===== src/lock_cfg_pkg.sv =====
package lock_cfg_pkg;

    // tone tick timing
    localparam int clk_per_tick_default = 12500;  // 50 MHz / 12500 = 4 kHz tick
    localparam int ticks_per_sec = 4000;
    localparam int sec_cnt_w = $clog2(ticks_per_sec);

    // tone channels, indexed by tone_e
    localparam int tone_count = 4;
    localparam int tone_cnt_w = 12;  // holds the longest tone length
    localparam int half_cnt_w = 4;   // holds the longest half period

    // order is success, fail, keypress, tick
    localparam int tone_half_ticks [tone_count] = '{2, 8, 4, 8};
    localparam int tone_len_ticks [tone_count] = '{2400, 1200, 800, 400};

    // silent window, start == end means no gap
    localparam int tone_gap_start [tone_count] = '{0, 400, 0, 0};
    localparam int tone_gap_end [tone_count] = '{0, 800, 0, 0};

    // lockout policy
    localparam int max_tries = 3;

    // bcd seconds per lockout, last entry repeats
    localparam logic [7:0] lock_secs_table [4] = '{
        8'h05,
        8'h10,
        8'h20,
        8'h60
    };

    // code after reset
    localparam logic [11:0] default_code = 12'h246;

endpackage


===== src/lock_types_pkg.sv =====
package lock_types_pkg;

    // key codes, digits carry their own value
    typedef enum logic [3:0] {
        key_0 = 4'h0, key_1 = 4'h1, key_2 = 4'h2, key_3 = 4'h3,
        key_4 = 4'h4, key_5 = 4'h5, key_6 = 4'h6, key_7 = 4'h7,
        key_8 = 4'h8, key_9 = 4'h9,
        key_enter = 4'hA,
        key_set = 4'hB,
        key_clear = 4'hC,
        key_back = 4'hE,
        key_none = 4'hF
    } key_e;

    typedef enum logic [1:0] {
        st_entry,
        st_setmode,
        st_pass,
        st_locked
    } ctrl_state_e;

    // lower index wins in the buzzer mixer
    typedef enum logic [1:0] {
        tone_success = 2'd0,
        tone_fail = 2'd1,
        tone_key = 2'd2,
        tone_tick = 2'd3
    } tone_e;

    // display nibbles
    localparam logic [3:0] nib_blank = 4'hF;
    localparam logic [3:0] nib_dash = 4'hD;
    localparam logic [11:0] pass_pattern = 12'hBCC;

endpackage


===== src/keypad_encoder.sv =====
`timescale 1ns/1ns

module keypad_encoder (
    input  logic                 clk,
    input  logic                 rst,
    input  logic [15:0]          onehot,
    output lock_types_pkg::key_e key_code,
    output logic                 key_pulse
);

    lock_types_pkg::key_e dec_code;
    lock_types_pkg::key_e prev_code;

    // keypad wiring order, multi-hot and idle fall to none
    always_comb begin
        case (onehot)
            16'h0001: dec_code = lock_types_pkg::key_enter;
            16'h0008: dec_code = lock_types_pkg::key_0;
            16'h0010: dec_code = lock_types_pkg::key_set;
            16'h0020: dec_code = lock_types_pkg::key_3;
            16'h0040: dec_code = lock_types_pkg::key_2;
            16'h0080: dec_code = lock_types_pkg::key_1;
            16'h0100: dec_code = lock_types_pkg::key_clear;
            16'h0200: dec_code = lock_types_pkg::key_6;
            16'h0400: dec_code = lock_types_pkg::key_5;
            16'h0800: dec_code = lock_types_pkg::key_4;
            16'h1000: dec_code = lock_types_pkg::key_back;
            16'h2000: dec_code = lock_types_pkg::key_9;
            16'h4000: dec_code = lock_types_pkg::key_8;
            16'h8000: dec_code = lock_types_pkg::key_7;
            default:  dec_code = lock_types_pkg::key_none;  // lines 1, 2 unused
        endcase
    end

    always_ff @(posedge clk) begin
        if (rst) begin
            key_code <= lock_types_pkg::key_none;
            prev_code <= lock_types_pkg::key_none;
            key_pulse <= 1'b0;
        end else begin
            key_code <= dec_code;
            prev_code <= key_code;
            // one pulse per press, a held key stays quiet
            key_pulse <= (key_code != prev_code) &&
                         (key_code != lock_types_pkg::key_none);
        end
    end

endmodule


===== src/code_entry.sv =====
`timescale 1ns/1ns

module code_entry (
    input  logic                 clk,
    input  logic                 rst,
    input  lock_types_pkg::key_e key_code,
    input  logic                 key_pulse,
    input  logic                 entry_en,
    input  logic                 entry_clear,
    output logic [11:0]          digits,
    output logic [1:0]           digit_count
);

    logic is_digit;
    logic is_back;
    logic can_shift;
    logic can_back;

    assign is_digit = (key_code <= lock_types_pkg::key_9);
    assign is_back = (key_code == lock_types_pkg::key_back);

    // saturate at three digits
    assign can_shift = key_pulse && entry_en && is_digit && (digit_count != 2'd3);
    assign can_back = key_pulse && entry_en && is_back && (digit_count != 2'd0);

    always_ff @(posedge clk) begin
        if (rst) begin
            digits <= {3{lock_types_pkg::nib_blank}};
            digit_count <= 2'd0;
        end else if (entry_clear) begin
            digits <= {3{lock_types_pkg::nib_blank}};  // clear wins over any key
            digit_count <= 2'd0;
        end else if (can_shift) begin
            digits <= {digits[7:0], 4'(key_code)};  // newest on the right
            digit_count <= digit_count + 2'd1;
        end else if (can_back) begin
            digits <= {lock_types_pkg::nib_blank, digits[11:4]};  // drop newest
            digit_count <= digit_count - 2'd1;
        end
    end

endmodule


===== src/lock_controller.sv =====
`timescale 1ns/1ns

module lock_controller (
    input  logic                 clk,
    input  logic                 rst,
    input  lock_types_pkg::key_e key_code,
    input  logic                 key_pulse,
    input  logic [11:0]          digits,
    input  logic [1:0]           digit_count,
    input  logic [7:0]           lock_bcd,
    input  logic                 lock_done,
    output logic                 entry_en,
    output logic                 entry_clear,
    output logic [11:0]          display,
    output logic [1:0]           tries,
    output logic                 locked,
    output logic [2:0]           tone_start,
    output logic                 lock_start,
    output logic [7:0]           lock_secs
);

    lock_types_pkg::ctrl_state_e state;
    logic [11:0] code;
    logic [1:0]  lock_cnt;  // lockouts so far, saturates at 3
    logic        live_key;
    logic        enter_ok;
    logic        do_store;
    logic        do_match;
    logic        do_miss;
    logic        do_lock;
    logic        key_tone;

    assign entry_en = (state == lock_types_pkg::st_entry) ||
                      (state == lock_types_pkg::st_setmode);
    assign locked = (state == lock_types_pkg::st_locked);
    assign live_key = key_pulse && !locked;

    // enter only counts with a full entry
    assign enter_ok = key_pulse && entry_en && (digit_count == 2'd3) &&
                      (key_code == lock_types_pkg::key_enter);
    assign do_store = enter_ok && (state == lock_types_pkg::st_setmode);
    assign do_match = enter_ok && (state == lock_types_pkg::st_entry) && (digits == code);
    assign do_miss = enter_ok && (state == lock_types_pkg::st_entry) && (digits != code);
    assign do_lock = do_miss && (tries == 2'(lock_cfg_pkg::max_tries - 1));
    assign key_tone = key_pulse && entry_en &&
                      ((key_code <= lock_types_pkg::key_9) ||
                       (key_code == lock_types_pkg::key_back));

    // same cycle as the key so the entry clears with the rest
    assign entry_clear = (live_key && (key_code == lock_types_pkg::key_clear)) ||
                         (key_pulse && entry_en && (key_code == lock_types_pkg::key_set)) ||
                         do_store || do_miss;

    always_ff @(posedge clk) begin
        if (rst) begin
            state <= lock_types_pkg::st_entry;
            code <= lock_cfg_pkg::default_code;
            tries <= 2'd0;
            lock_cnt <= 2'd0;
            tone_start <= 3'b000;
            lock_start <= 1'b0;
        end else begin
            tone_start <= 3'b000;
            lock_start <= do_lock;
            tone_start[lock_types_pkg::tone_key] <= key_tone;
            if (locked) begin
                if (lock_done)
                    state <= lock_types_pkg::st_entry;  // keys ignored until done
            end else if (live_key && (key_code == lock_types_pkg::key_clear)) begin
                state <= lock_types_pkg::st_entry;  // also cancels set mode
                tries <= 2'd0;
            end else if (key_pulse && entry_en && (key_code == lock_types_pkg::key_set)) begin
                state <= lock_types_pkg::st_setmode;
            end else if (do_store) begin
                code <= digits;
                state <= lock_types_pkg::st_entry;
                tries <= 2'd0;
                tone_start[lock_types_pkg::tone_success] <= 1'b1;
            end else if (do_match) begin
                state <= lock_types_pkg::st_pass;
                tone_start[lock_types_pkg::tone_success] <= 1'b1;
            end else if (do_miss) begin
                tone_start[lock_types_pkg::tone_fail] <= 1'b1;
                if (do_lock) begin
                    tries <= 2'd0;
                    state <= lock_types_pkg::st_locked;
                    if (lock_cnt != 2'd3)
                        lock_cnt <= lock_cnt + 2'd1;
                end else begin
                    tries <= tries + 2'd1;
                end
            end
        end
    end

    always_ff @(posedge clk) begin
        if (do_lock)
            lock_secs <= lock_cfg_pkg::lock_secs_table[lock_cnt];  // before advance
    end

    always_comb begin
        display = digits;
        case (state)
            lock_types_pkg::st_pass:   display = lock_types_pkg::pass_pattern;
            lock_types_pkg::st_locked: display = {lock_types_pkg::nib_blank, lock_bcd};
            lock_types_pkg::st_setmode: begin
                for (int i = 0; i < 3; i++) begin
                    if (digits[i*4 +: 4] == lock_types_pkg::nib_blank)
                        display[i*4 +: 4] = lock_types_pkg::nib_dash;  // empty slots dashed
                end
            end
            default: display = digits;
        endcase
    end

endmodule


===== src/lockout_timer.sv =====
`timescale 1ns/1ns

module lockout_timer #(
    parameter int clk_per_tick = lock_cfg_pkg::clk_per_tick_default
) (
    input  logic       clk,
    input  logic       rst,
    input  logic       lock_start,
    input  logic [7:0] lock_secs,
    output logic       tick,
    output logic       sec_pulse,
    output logic [7:0] lock_bcd,
    output logic       lock_done
);

    localparam int div_w = $clog2(clk_per_tick + 1);
    localparam int sec_w = lock_cfg_pkg::sec_cnt_w;

    logic [div_w-1:0] div_cnt;
    logic [sec_w-1:0] sec_cnt;
    logic             run;
    logic             sec_evt;

    // free running tone tick
    always_ff @(posedge clk) begin
        if (rst) begin
            div_cnt <= '0;
            tick <= 1'b0;
        end else if (div_cnt == div_w'(clk_per_tick - 1)) begin
            div_cnt <= '0;
            tick <= 1'b1;
        end else begin
            div_cnt <= div_cnt + 1'b1;
            tick <= 1'b0;
        end
    end

    assign sec_evt = run && tick && (lock_bcd != 8'h00) &&
                     (sec_cnt == sec_w'(lock_cfg_pkg::ticks_per_sec - 1));

    always_ff @(posedge clk) begin
        if (rst) begin
            run <= 1'b0;
            sec_cnt <= '0;
            lock_bcd <= 8'h00;
            sec_pulse <= 1'b0;
            lock_done <= 1'b0;
        end else begin
            sec_pulse <= sec_evt;
            lock_done <= 1'b0;
            if (lock_start) begin
                run <= 1'b1;
                sec_cnt <= '0;
                lock_bcd <= lock_secs;
            end else if (run && (lock_bcd == 8'h00)) begin
                run <= 1'b0;  // one cycle after reaching 00
                lock_done <= 1'b1;
            end else if (sec_evt) begin
                sec_cnt <= '0;
                if (lock_bcd[3:0] == 4'h0)
                    lock_bcd <= {lock_bcd[7:4] - 4'h1, 4'h9};  // borrow from tens
                else
                    lock_bcd[3:0] <= lock_bcd[3:0] - 4'h1;
            end else if (run && tick) begin
                sec_cnt <= sec_cnt + 1'b1;
            end
        end
    end

endmodule


===== src/tone_channel.sv =====
`timescale 1ns/1ns

module tone_channel #(
    parameter int chan = 0
) (
    input  logic clk,
    input  logic rst,
    input  logic tick,
    input  logic start,
    output logic wave,
    output logic active
);

    localparam int half = lock_cfg_pkg::tone_half_ticks[chan];
    localparam int len = lock_cfg_pkg::tone_len_ticks[chan];
    localparam int gap_s = lock_cfg_pkg::tone_gap_start[chan];
    localparam int gap_e = lock_cfg_pkg::tone_gap_end[chan];
    localparam int len_w = lock_cfg_pkg::tone_cnt_w;
    localparam int half_w = lock_cfg_pkg::half_cnt_w;

    logic [len_w-1:0]  len_cnt;
    logic [half_w-1:0] half_cnt;
    logic              phase;
    logic              in_gap;

    always_ff @(posedge clk) begin
        if (rst) begin
            active <= 1'b0;
            phase <= 1'b0;
            len_cnt <= '0;
            half_cnt <= '0;
        end else if (start) begin
            active <= 1'b1;  // restart even if already playing
            phase <= 1'b1;
            len_cnt <= '0;
            half_cnt <= '0;
        end else if (active && tick) begin
            if (len_cnt == len_w'(len - 1)) begin
                active <= 1'b0;
                phase <= 1'b0;
            end else begin
                len_cnt <= len_cnt + 1'b1;
                if (half_cnt == half_w'(half - 1)) begin
                    half_cnt <= '0;
                    phase <= ~phase;
                end else begin
                    half_cnt <= half_cnt + 1'b1;
                end
            end
        end
    end

    assign in_gap = (int'(len_cnt) >= gap_s) && (int'(len_cnt) < gap_e);
    assign wave = phase && !in_gap;  // silent inside the gap

endmodule


===== src/buzzer_mixer.sv =====
`timescale 1ns/1ns

module buzzer_mixer (
    input  logic                                clk,
    input  logic                                rst,
    input  logic [lock_cfg_pkg::tone_count-1:0] waves,
    input  logic [lock_cfg_pkg::tone_count-1:0] actives,
    output logic                                buzzer
);

    logic sel_wave;

    // scan down so the lowest active index wins
    always_comb begin
        sel_wave = 1'b0;
        for (int i = lock_cfg_pkg::tone_count - 1; i >= 0; i--) begin
            if (actives[i])
                sel_wave = waves[i];
        end
    end

    always_ff @(posedge clk) begin
        if (rst)
            buzzer <= 1'b0;
        else
            buzzer <= sel_wave;  // quiet when nothing active
    end

endmodule


===== src/lock_top.sv =====
`timescale 1ns/1ns

module lock_top #(
    parameter int clk_per_tick = lock_cfg_pkg::clk_per_tick_default
) (
    input  logic        clk,
    input  logic        rst,
    input  logic [15:0] onehot,
    output logic [11:0] display,
    output logic [1:0]  digit_count,
    output logic [1:0]  tries,
    output logic        locked,
    output logic        buzzer
);

    lock_types_pkg::key_e key_code;
    logic        key_pulse;
    logic        entry_en;
    logic        entry_clear;
    logic [11:0] digits;
    logic [2:0]  tone_start;
    logic        lock_start;
    logic [7:0]  lock_secs;
    logic        tick;
    logic        sec_pulse;
    logic [7:0]  lock_bcd;
    logic        lock_done;
    logic [lock_cfg_pkg::tone_count-1:0] starts;
    logic [lock_cfg_pkg::tone_count-1:0] waves;
    logic [lock_cfg_pkg::tone_count-1:0] actives;

    assign starts[2:0] = tone_start;
    assign starts[lock_types_pkg::tone_tick] = sec_pulse;  // one tick tone per second

    keypad_encoder keypad_encoder_inst (
        .clk(clk), .rst(rst), .onehot(onehot),
        .key_code(key_code), .key_pulse(key_pulse)
    );

    code_entry code_entry_inst (
        .clk(clk), .rst(rst), .key_code(key_code), .key_pulse(key_pulse),
        .entry_en(entry_en), .entry_clear(entry_clear),
        .digits(digits), .digit_count(digit_count)
    );

    lock_controller lock_controller_inst (
        .clk(clk), .rst(rst), .key_code(key_code), .key_pulse(key_pulse),
        .digits(digits), .digit_count(digit_count),
        .lock_bcd(lock_bcd), .lock_done(lock_done),
        .entry_en(entry_en), .entry_clear(entry_clear),
        .display(display), .tries(tries), .locked(locked),
        .tone_start(tone_start), .lock_start(lock_start), .lock_secs(lock_secs)
    );

    lockout_timer #(.clk_per_tick(clk_per_tick)) lockout_timer_inst (
        .clk(clk), .rst(rst), .lock_start(lock_start), .lock_secs(lock_secs),
        .tick(tick), .sec_pulse(sec_pulse), .lock_bcd(lock_bcd), .lock_done(lock_done)
    );

    for (genvar g = 0; g < lock_cfg_pkg::tone_count; g++) begin : g_tone
        tone_channel #(.chan(g)) tone_channel_inst (
            .clk(clk), .rst(rst), .tick(tick), .start(starts[g]),
            .wave(waves[g]), .active(actives[g])
        );
    end

    buzzer_mixer buzzer_mixer_inst (
        .clk(clk), .rst(rst), .waves(waves), .actives(actives), .buzzer(buzzer)
    );

endmodule


===== config.mk =====
export PLATFORM = sky130hd
export DESIGN_NAME = lock_top
export DESIGN_NICKNAME = d
export VERILOG_FILES = /design/src/lock_cfg_pkg.sv /design/src/lock_types_pkg.sv /design/src/keypad_encoder.sv /design/src/code_entry.sv /design/src/lock_controller.sv /design/src/lockout_timer.sv /design/src/tone_channel.sv /design/src/buzzer_mixer.sv /design/src/lock_top.sv
export SDC_FILE = /design/constraint.sdc
export NUM_CORES = 1
export LEC_CHECK = 0
export BUFFER_PORTS_ARGS = -buffer_cell sky130_fd_sc_hd__buf_2
export CAP_MARGIN = 20
export CORE_UTILIZATION = 55
export CTS_CLUSTER_DIAMETER = 40
export DETAILED_ROUTE_END_ITERATION = 8
export PLACE_DENSITY = 0.72
export SLEW_MARGIN = 20
export SYNTH_ARGS = -nofsm -noshare
export SYNTH_HDL_FRONTEND = slang
export SYNTH_HIERARCHICAL = 1
export SYNTH_SLANG_ARGS = --single-unit

===== constraint.sdc =====
create_clock -name clk -period 2.8 [get_ports clk]
set_input_delay 0.56 -clock clk [delete_from_list [all_inputs] [get_ports clk]]
set_output_delay 0.56 -clock clk [all_outputs]
set_load 0.02 [all_outputs]

After elaboration in Yosys (flattened, before gate mapping)
Index checks and enable logic that the tools add are counted.
{ "word_totals": {"reg_bits": 164, "latch_bits": 0, "ramBits": 0, "rom_bits": 0, "input_bits": 18, "out_inout_bits": 18, "wordCells": 283, "memories": 0} }
{ "classes": {"n_addsub": 16, "multipliers": 0, "div": 0, "order_cmp": 4, "n_eq_ne": 46, "shifts": 0, "mux": 76, "bitwise_logic": 15, "reduce_logical": 87} }
{ "ops": {"columns": ["cell", "n"], "rows": [
  ["$add 12x1->12 const B", 5],
  ["$pmux 4 s14", 1],
  ["$mux 12", 4],
  ["$mux 8", 5],
  ["$mux 1", 39],
  ["$mux 4", 9],
  ["$pmux 12 s3", 1],
  ["$mux 2", 16],
  ["$eq 4x4->1 const B", 7],
  ["$reduce_and 2->1", 14],
  ["$reduce_bool 2->1", 14],
  ["$logic_and 1x1->1", 27],
  ["$eq 12x12->1 const B", 2],
  ["$add 4x1->4 const B", 4],
  ["$bmux 8 s2", 1],
  ["$eq 16x1->1 const B", 1],
  ["$eq 16x10->1 const B", 1],
  ["$eq 16x11->1 const B", 1],
  ["$eq 16x12->1 const B", 1],
  ["$eq 16x13->1 const B", 1],
  ["$eq 16x14->1 const B", 1],
  ["$eq 16x15->1 const B", 1],
  ["$eq 16x16->1 const B", 1],
  ["$eq 16x4->1 const B", 1],
  ["45 further kinds", 86]
]} }

Longest topological paths before layout
Gate-level depths: netlist of the first run.
{ "depth": {"depth_word": 15, "mapped_depth": 10, "mapped_depth_nobuf": 8} }

Cells and area by module
The synthesis of the first run kept the hierarchy.
{ "by_module_without_submodules": {"columns": ["mod", "n_inst", "cells_per_inst", "area_per_inst_um2", "seq_area_each_um2"], "rows": [
  ["lockout_timer", 1, 214, 1843.0, 760.7],
  ["lock_controller", 1, 151, 1452.6, 560.5],
  ["tone_channel (g_tone[2].tone_channel_inst)", 1, 105, 920.9, 360.3],
  ["tone_channel (g_tone[1].tone_channel_inst)", 1, 104, 914.6, 360.3],
  ["tone_channel (g_tone[3].tone_channel_inst)", 1, 101, 907.1, 360.3],
  ["tone_channel (g_tone[0].tone_channel_inst)", 1, 102, 898.4, 360.3],
  ["keypad_encoder", 1, 82, 714.4, 180.2],
  ["code_entry", 1, 70, 658.1, 280.3],
  ["buzzer_mixer", 1, 7, 67.6, 20.0]
]} }

Worst setup path before layout of the first run
Ideal clock, no wire load.
{ "synth_timing": {"path_type": "flip-flop to flip-flop", "start": "reg code_entry_inst.digits[7]", "end": "reg code_entry_inst.digits[1]", "setup_ns": 0.123, "t_arrival_ns": 2.197, "required_ns": 2.677, "path_slack_ns": 0.480, "stages_incl_launch_ff": 10, "path_buffers": 1, "period_less_slack_ns": 2.320, "path_cell_list": "dfxtp_1 > xnor2_1 > nand4_1 > o31ai_1 > or2_2 > nand2_1 > or2_2 > clkbuf_1 > nor3_1 > a21oi_1"} }
{ "synth_via": {"elab_chain_len": 4} }
{ "synth_lines": {"columns": ["element", "line", "text"], "rows": [
  ["start: declaration", "code_entry.sv:10", "output logic [11:0] digits,"],
  ["start signal: assignment", "code_entry.sv:28", "digits <= {3{lock_types_pkg::nib_blank}};"],
  ["start signal: assignment", "code_entry.sv:31", "digits <= {3{lock_types_pkg::nib_blank}};"],
  ["start signal: assignment", "code_entry.sv:34", "digits <= {digits[7:0], 4'(key_code)};"],
  ["$ne 12x12->1", "lock_controller.sv:43", "assign do_miss = enter_ok && (state == lock_types_pkg::st_entry) && (digits != code);"],
  ["$logic_and 1x1->1", "lock_controller.sv:43", null],
  ["$logic_or 1x1->1", "lock_controller.sv:52", "do_store || do_miss;"],
  ["named net entry_clear", "lock_top.sv:19", "logic entry_clear;"],
  ["$reduce_or 2->1 (no line)", null, null]
]} }
The timed path passes the listed nets, and every way through them passes these cells.
A chain may end at the register's enable or synchronous reset.

Worst setup path after layout of the first run
{ "layout_timing": {"start": "reg lock_controller_inst.state[1]", "end": "out display[5]"} }
{ "layout_via": {"elab_chain_len": 2, "word_cells_on_any_way": 4, "classes_between": "eq/ne: 3; mux: 1"} }
{ "layout_lines": {"columns": ["element", "line", "text"], "rows": [
  ["start: declaration", "lock_controller.sv:22", "lock_types_pkg::ctrl_state_e state;"],
  ["start signal: assignment", "lock_controller.sv:56", "state <= lock_types_pkg::st_entry;"],
  ["start signal: assignment", "lock_controller.sv:68", "state <= lock_types_pkg::st_entry;"],
  ["start signal: assignment", "lock_controller.sv:70", "state <= lock_types_pkg::st_entry;"],
  ["$eq 2x1->1 / $eq 2x2->1 (equally long branches)", "lock_controller.sv:103", "case (state)"],
  ["$pmux 12 s3 (*)", "lock_controller.sv:103", null],
  ["end: declaration", "lock_top.sv:9", "output logic [11:0] display,"]
]} }
Every way passes the cells marked *; elsewhere a longest branch is shown, timed or not.

==> results.sh, run 1 <==
export IMPL_cpPeakStageDelay_ns=0.61
export IMPL_power_density_nw_per_um2=532
export IMPL_grt_pass1_wl_um=30800
export IMPL_cp_max_fo=12
export IMPL_fin_util_pct=63.3
export IMPL_placement_rows=44
export IMPL_ys_top_cells_by_area="dfxtp_1 (37%), xnor2_1 (5.0%), nor2_1 (4.7%), mux2i_1 (3.1%), nor3_1 (2.9%)"
export IMPL_track_usage_pct=23.8
export IMPL_syn_area_um2=8380
export IMPL_cts_hold_buffers=0
export IMPL_cts_sinks=160
export IMPL_p_int_mw=3.96
export IMPL_synth_top_area_share_pct=37.3
export IMPL_worstSkewPairLatency_ns=0.42
export IMPL_maxCapViolations=0
export IMPL_swShare_pct=20.2
export IMPL_grt_max_degree=28
export IMPL_dpl_hpwl_um=12300
export IMPL_ir_drop_mv=0.406
export IMPL_yosysWarningCount=6
export IMPL_gp_congestion=0.908
export IMPL_ys_seq_elements=160
export IMPL_clkTransAtPathRegs_ns=0.06
export IMPL_drive_gt1_share_pct=14.5
export IMPL_p_leak_nw=3.11
export IMPL_first_pass_iters=6
export IMPL_postCtsSetupBuffers=0
export IMPL_fmax_mhz=390
export IMPL_tns_ns=0
export IMPL_relSlewSlack_pct=45.8
export IMPL_finalMaxSlewViolations=0
export IMPL_arrival_ns=2.00
export IMPL_tightest_slew_ns=0.806
export IMPL_synth_edf_count=4
export IMPL_avgRoutedWirePerCell_um=15.2
export IMPL_yosysTopAreaCell="dfxtp_1"
export IMPL_drc_errors=1
export IMPL_syn_inst=936
export IMPL_violations="DRC"
export IMPL_p_comb_share_pct=2.7
export IMPL_grt_antenna_before_repair=0
export IMPL_clock_power_share_pct=50.9
export IMPL_drt_iter0_drc=297
export IMPL_antenna_left=0
export IMPL_nFillCells=1249
export IMPL_cts_tree="built"
export IMPL_coreArea_um2=14700
export IMPL_htree_levels=4
export IMPL_die_w_um=125
export IMPL_overflow=0
export IMPL_cts_resized=0
export IMPL_numCtsBuffers=17
export IMPL_required_ns=2.24
export IMPL_path_class="reg2out"
export IMPL_port_buffers=35
export IMPL_area_delta_synth_final_pct=11.1
export IMPL_finish_net_count=997
export IMPL_finalCritPeriodShare_pct=91.5
export IMPL_slowest_stage="dfxtp_1"
export IMPL_start_kind="flip-flop"
export IMPL_status="finished with violations"
export IMPL_path_cells="clkinv_1 > a32o_1 > buf_2"
export IMPL_diodes=0
export IMPL_rsz0062_at_grt="no"
export IMPL_min_path_type="reg2reg"
export IMPL_vias_per_cell=5.94
export IMPL_skew_ns=0.00933
export IMPL_dieArea_um2=15700
export IMPL_start_util_pct=57.0
export IMPL_hold_violations=0
export IMPL_chipHeight_um=125
export IMPL_fin_crit_ns=2.56
export IMPL_root_buffer="clkbuf_16"
export IMPL_p_seq_share_pct=46.4
export IMPL_synth_ff_type="dfxtp_1"
export IMPL_end_kind="output pin"
export IMPL_cts_buffer_depth=2
export IMPL_power_switching_mw=1.00
export IMPL_syn_area_per_cell_um2=8.95
export IMPL_setup_viol=0
export IMPL_synth_cell_type_count=97
export IMPL_first_global_vias=6527
export IMPL_synthArstFlopShare_pct=0
export IMPL_yosysSeqAreaShare_pct=38.7
export IMPL_dr_total_vias=6899
export IMPL_io_pins=36
export IMPL_routed_wl_um=17700
-- per-stage QoR --
stage	instances	cell area, µm²	worst slack (ns)	hold WS [ns]	power (mW)
after floorplan	938	8380	0.480	0.413	2.43
after global placement	1129	8660	0.613	0.427	2.48
after detailed placement	1129	8660	0.527	0.439	2.48
after CTS	1161	9310	0.220	0.449	5.00
after global routing	1161	9310	0.105	0.483	5.12
final	1161	9310	0.238	0.445	4.96
-- per-layer routing --
layer	vias to the layer above	part of all wire, %	GRT usage, %
li1	3518	-	-
met1	3239	50	32.8
met2	124	45	36.9
met3	18	4.1	5.48
met4	0	1.2	7.82
met5	-	0	0
-- power by group through the flow --
stage	logic, mW	registers (mW)	clock network, mW
after floorplan	0.0865	2.35	0
after global placement	0.133	2.35	0
after detailed placement	0.133	2.35	0
after CTS	0.134	2.30	2.57
after global routing	0.152	2.30	2.67
final	0.134	2.30	2.52
-- registers in the layout, summed over array words and instances, names as in the netlist, 2 cells and up --
signal / cells
code_entry_inst/digits: 12
g_tone.tone_channel_inst/len_cnt: 48
lock_controller_inst/state: 2
lock_controller_inst/lock_cnt: 2
lockout_timer_inst/div_cnt: 14
lock_controller_inst/tone_start: 3
lockout_timer_inst/lock_bcd: 8
lockout_timer_inst/sec_cnt: 12
keypad_encoder_inst/prev_code: 4
keypad_encoder_inst/key_code: 4
g_tone.tone_channel_inst/active: 4
lock_controller_inst/tries: 2
lock_controller_inst/lock_secs: 4
lock_controller_inst/code: 12
g_tone.tone_channel_inst/half_cnt: 16
g_tone.tone_channel_inst/wave: 3
code_entry_inst/digit_count: 2
-- cells in the mapped netlist, drive strengths merged, types with 11 or more instances --
cell and instances:
a21oi 46, a31oi 16, buf 22, clkbuf 19
dfxtp 156, ha 15, inv 25, mux2i 26
nand2 48, nand3 35, nand4 40, nor2 108
nor3 49, nor4 21, nor4b 11, o21ai 45
or2 16, or3 15, or4 16, xnor2 48
xor2 20
-- area by class of cell --
cell class	count	area (µm²)	share of cell area [%]
Clock buffer	24	503	5.40
Clock inverter	8	149	1.60
Inverter	27	106	1.14
Multi-Input combinational cell	710	4810	51.6
Sequential cell	160	3240	34.8
Tap cell	184	230	2.47
Timing Repair Buffer	48	273	2.93
-- critical path: cells and delay by family, from the launching register on --
family	cells	cell delay [ns]
buffers and inverters	2	0.60
DFF	1	0.61
AOI/OAI and AO/OA	1	0.38
-- cells by family (layout without fill, tap and decap cells) --
kind of cell	Yosys count	count (layout)	share of synthesized area [%]
XOR/XNOR	68	68	7.11
AND/OR/NAND/NOR	415	415	29.4
flip-flops	160	160	38.7
buffers and inverters	68	107	4.06
other	1	3	0.0448
adder cells (fa/ha/maj)	15	15	2.24
multiplexers	27	27	3.24
AO/OA/AOI/OAI	182	182	15.2
-- path summary, 6_finish.rpt --
kind,endpoint,slack [ns],cells past startpoint,start
worst max-delay path,display[5],0.24,3,lock_controller_inst/state[1]$_SDFFE_PP0P_
worst min-delay path,lockout_timer_inst/div_cnt[0]$_SDFF_PP0_,0.44,1,lockout_timer_inst/div_cnt[0]$_SDFF_PP0_
worst max register to register,code_entry_inst/digits[0]$_SDFFE_PP1P_,0.46,8,code_entry_inst/digits[7]$_SDFFE_PP1P_
worst min register to register,lockout_timer_inst/div_cnt[0]$_SDFF_PP0_,0.44,1,lockout_timer_inst/div_cnt[0]$_SDFF_PP0_
-- layout by cell type, fill, tap and decap left out, drive strengths merged, types with 5 or more instances in the layout --
cell type  synthesis  final
or3               15     15
nand2             48     48
a31o               7      7
nor2             108    108
nand2b             5      5
a21oi             46     46
nor3              49     49
o31ai              8      8
nand4             40     40
o211ai             7      7
nor2b              7      7
ha                15     15
buf               22     48
mux2i             26     26
nor4              21     21
xnor2             48     48
and4               7      7
inv               25     26
or4               16     16
and2               5      5
nor4b             11     11
a31oi             16     16
o22a               5      5
dfxtp            156    156
a211o              5      5
clkbuf            19     24
nand3             35     35
o21ai             45     45
xor2              20     20
and3               8      8
or2               16     16
a311oi             8      8
(Power assumes the default switching activity.)
==> run 2: changes to the inputs <==
CORE_MARGIN = 5   (was not set)
==> results.sh, run 2 (synthesis gave the netlist of run 1 again) <==
export IMPL_drt_iter0_drc=538
export IMPL_required_ns=2.24
export IMPL_io_pins=36
export IMPL_relSlewSlack_pct=45.3
export IMPL_rsz0062_at_grt="no"
export IMPL_gp_congestion=0.843
export IMPL_cp_max_fo=12
export IMPL_diodes=0
export IMPL_dpl_hpwl_um=12500
export IMPL_ir_drop_mv=0.460
export IMPL_grt_util_met1_pct=29.2
export IMPL_power_density_nw_per_um2=527
export IMPL_placement_rows=45
export IMPL_rrSetupSlack_ns=0.43
export IMPL_chipHeight_um=133
export IMPL_final_common_cell="dfxtp_1"
export IMPL_path_class="reg2out"
export IMPL_fin_crit_ns=2.58
export IMPL_fmax_mhz=387
export IMPL_port_buffers=35
export IMPL_maxCapViolations=0
export IMPL_cts_tree="built"
export IMPL_regArea_um2=3240
export IMPL_finalMaxSlewViolations=0
export IMPL_min_path_type="reg2reg"
export IMPL_antenna_left=0
export IMPL_r2r_start="code_entry_inst/digits[7]$_SDFFE_PP1P_"
export IMPL_cpPeakStageDelay_ns=0.62
export IMPL_root_buffer="clkbuf_16"
export IMPL_dieArea_um2=17800
export IMPL_status="complete, no violations"
export IMPL_top_usage_layer="met2"
export IMPL_dr_total_vias=6958
export IMPL_clkTransAtPathRegs_ns=0.06
export IMPL_drc_errors=0
export IMPL_coreArea_um2=15100
export IMPL_grtUsageMet2_pct=32.9
export IMPL_worstHoldStart="lockout_timer_inst/div_cnt[0]$_SDFF_PP0_"
export IMPL_regMostFlops="g_tone.tone_channel_inst/len_cnt"
export IMPL_min_to="lockout_timer_inst/div_cnt[0]$_SDFF_PP0_"
export IMPL_cts_hold_buffers=0
export IMPL_first_global_vias=6465
export IMPL_final_area_um2=9270
export IMPL_end_kind="output pin"
export IMPL_rr_worst_depth=8
export IMPL_setup_viol=0
export IMPL_hold_violations=0
export IMPL_postCtsSetupBuffers=0
export IMPL_worstSkewPairLatency_ns=0.42
export IMPL_cts_resized=0
export IMPL_skew_ns=0.00756
export IMPL_r2r_end="code_entry_inst/digits[2]$_SDFFE_PP1P_"
export IMPL_slowest_stage="dfxtp_1"
export IMPL_whs_path_depth=1
export IMPL_postPlaceCellArea_um2=8650
export IMPL_htree_levels=4
export IMPL_nFillCells=1335
export IMPL_finish_net_count=995
export IMPL_start_util_pct=55.5
export IMPL_cts_sinks=160
export IMPL_cts_buffer_depth=2
export IMPL_vias_per_cell=5.98
export IMPL_numCtsBuffers=17
export IMPL_gr_usage_met3_pct=4.27
export IMPL_reg_largest_list="g_tone.tone_channel_inst/len_cnt x48, g_tone.tone_channel_inst/half_cnt x16, lockout_timer_inst/div_cnt x14"
export IMPL_first_pass_iters=5
export IMPL_finalCritPeriodShare_pct=92.3
export IMPL_grt_pass1_wl_um=31200
export IMPL_drive_gt1_share_pct=14.4
export IMPL_arrival_ns=2.02
export IMPL_tns_ns=0
export IMPL_area_delta_synth_final_pct=10.7
export IMPL_die_w_um=133
export IMPL_tightest_slew_ns=0.814
export IMPL_final_cell_mix="dfxtp_1 (156), nor2_1 (106), xnor2_1 (48)"
export IMPL_grt_max_degree=45
export IMPL_start_kind="flip-flop"
export IMPL_largest_register_ffs=48
export IMPL_grt_antenna_before_repair=0
export IMPL_multi_input_area_um2=4810
export IMPL_overflow=0
export IMPL_routed_wl_um=18200
export IMPL_avgRoutedWirePerCell_um=15.6
export IMPL_path_cells="clkinv_1 > a32o_1 > buf_2"
export IMPL_track_usage_pct=20.8
export IMPL_p_leak_nw=3.08
==> run 2: worst max path at each step <==
stage | depth (start not counted) | from | slack, ns | endpoint
4_1_cts | 3 | lock_controller_inst/state[1]$_SDFFE_PP0P_ | 0.23 | display[1]
3_3_place_gp | 8 | code_entry_inst/digits[7]$_SDFFE_PP1P_ | 0.59 | code_entry_inst/digits[3]$_SDFFE_PP1P_
3_5_place_dp | 8 | code_entry_inst/digits[7]$_SDFFE_PP1P_ | 0.52 | code_entry_inst/digits[1]$_SDFFE_PP1P_
5_1_grt | 3 | lock_controller_inst/state[1]$_SDFFE_PP0P_ | 0.10 | display[1]
2_1_floorplan | 9 | code_entry_inst/digits[7]$_SDFFE_PP1P_ | 0.48 | code_entry_inst/digits[1]$_SDFFE_PP1P_
6_report | 3 | lock_controller_inst/state[1]$_SDFFE_PP0P_ | 0.22 | display[5]
==> run 2: power by group <==
part,total (mW),internal [mW],switching (mW)
Clock,2.45,1.54,0.916
Combinational,0.133,0.0437,0.0891
Sequential,2.30,2.29,0.00833
==> run 2: metal layers <==
metal / wire length, µm / vias to the layer above
met5: 0 / -
met4: 186 / 0
met3: 739 / 17
met2: 8320 / 130
met1: 8930 / 3295
li1: - / 3516
==> run 2: stage by stage <==
stage	util, %	worst slack (ns)	cells	total power, mW	hold WS, ns
finish	61.4	0.216	1163	4.88	0.436
CTS	61.4	0.231	1163	4.91	0.440
floorplan	-	0.480	938	2.43	0.413
global placement	57.3	0.594	1131	2.48	0.427
global route	61.4	0.102	1163	5.04	0.474
detailed placement	57.3	0.516	1131	2.48	0.431
==> run 2: critical path: cells and delay by family (launching register included) <==
kind	cells	cell delay, ns
AO/OA/AOI/OAI	1	0.37
flip-flops	1	0.62
buffers and inverters	2	0.61
==> run 2: layout make-up <==
type / instances / share of cell area, %
Clock buffer: 22 / 5.01
Clock inverter: 10 / 1.71
Inverter: 27 / 1.15
Multi-Input combinational cell: 710 / 51.8
Sequential cell: 160 / 35.0
Tap cell: 188 / 2.54
Timing Repair Buffer: 46 / 2.78
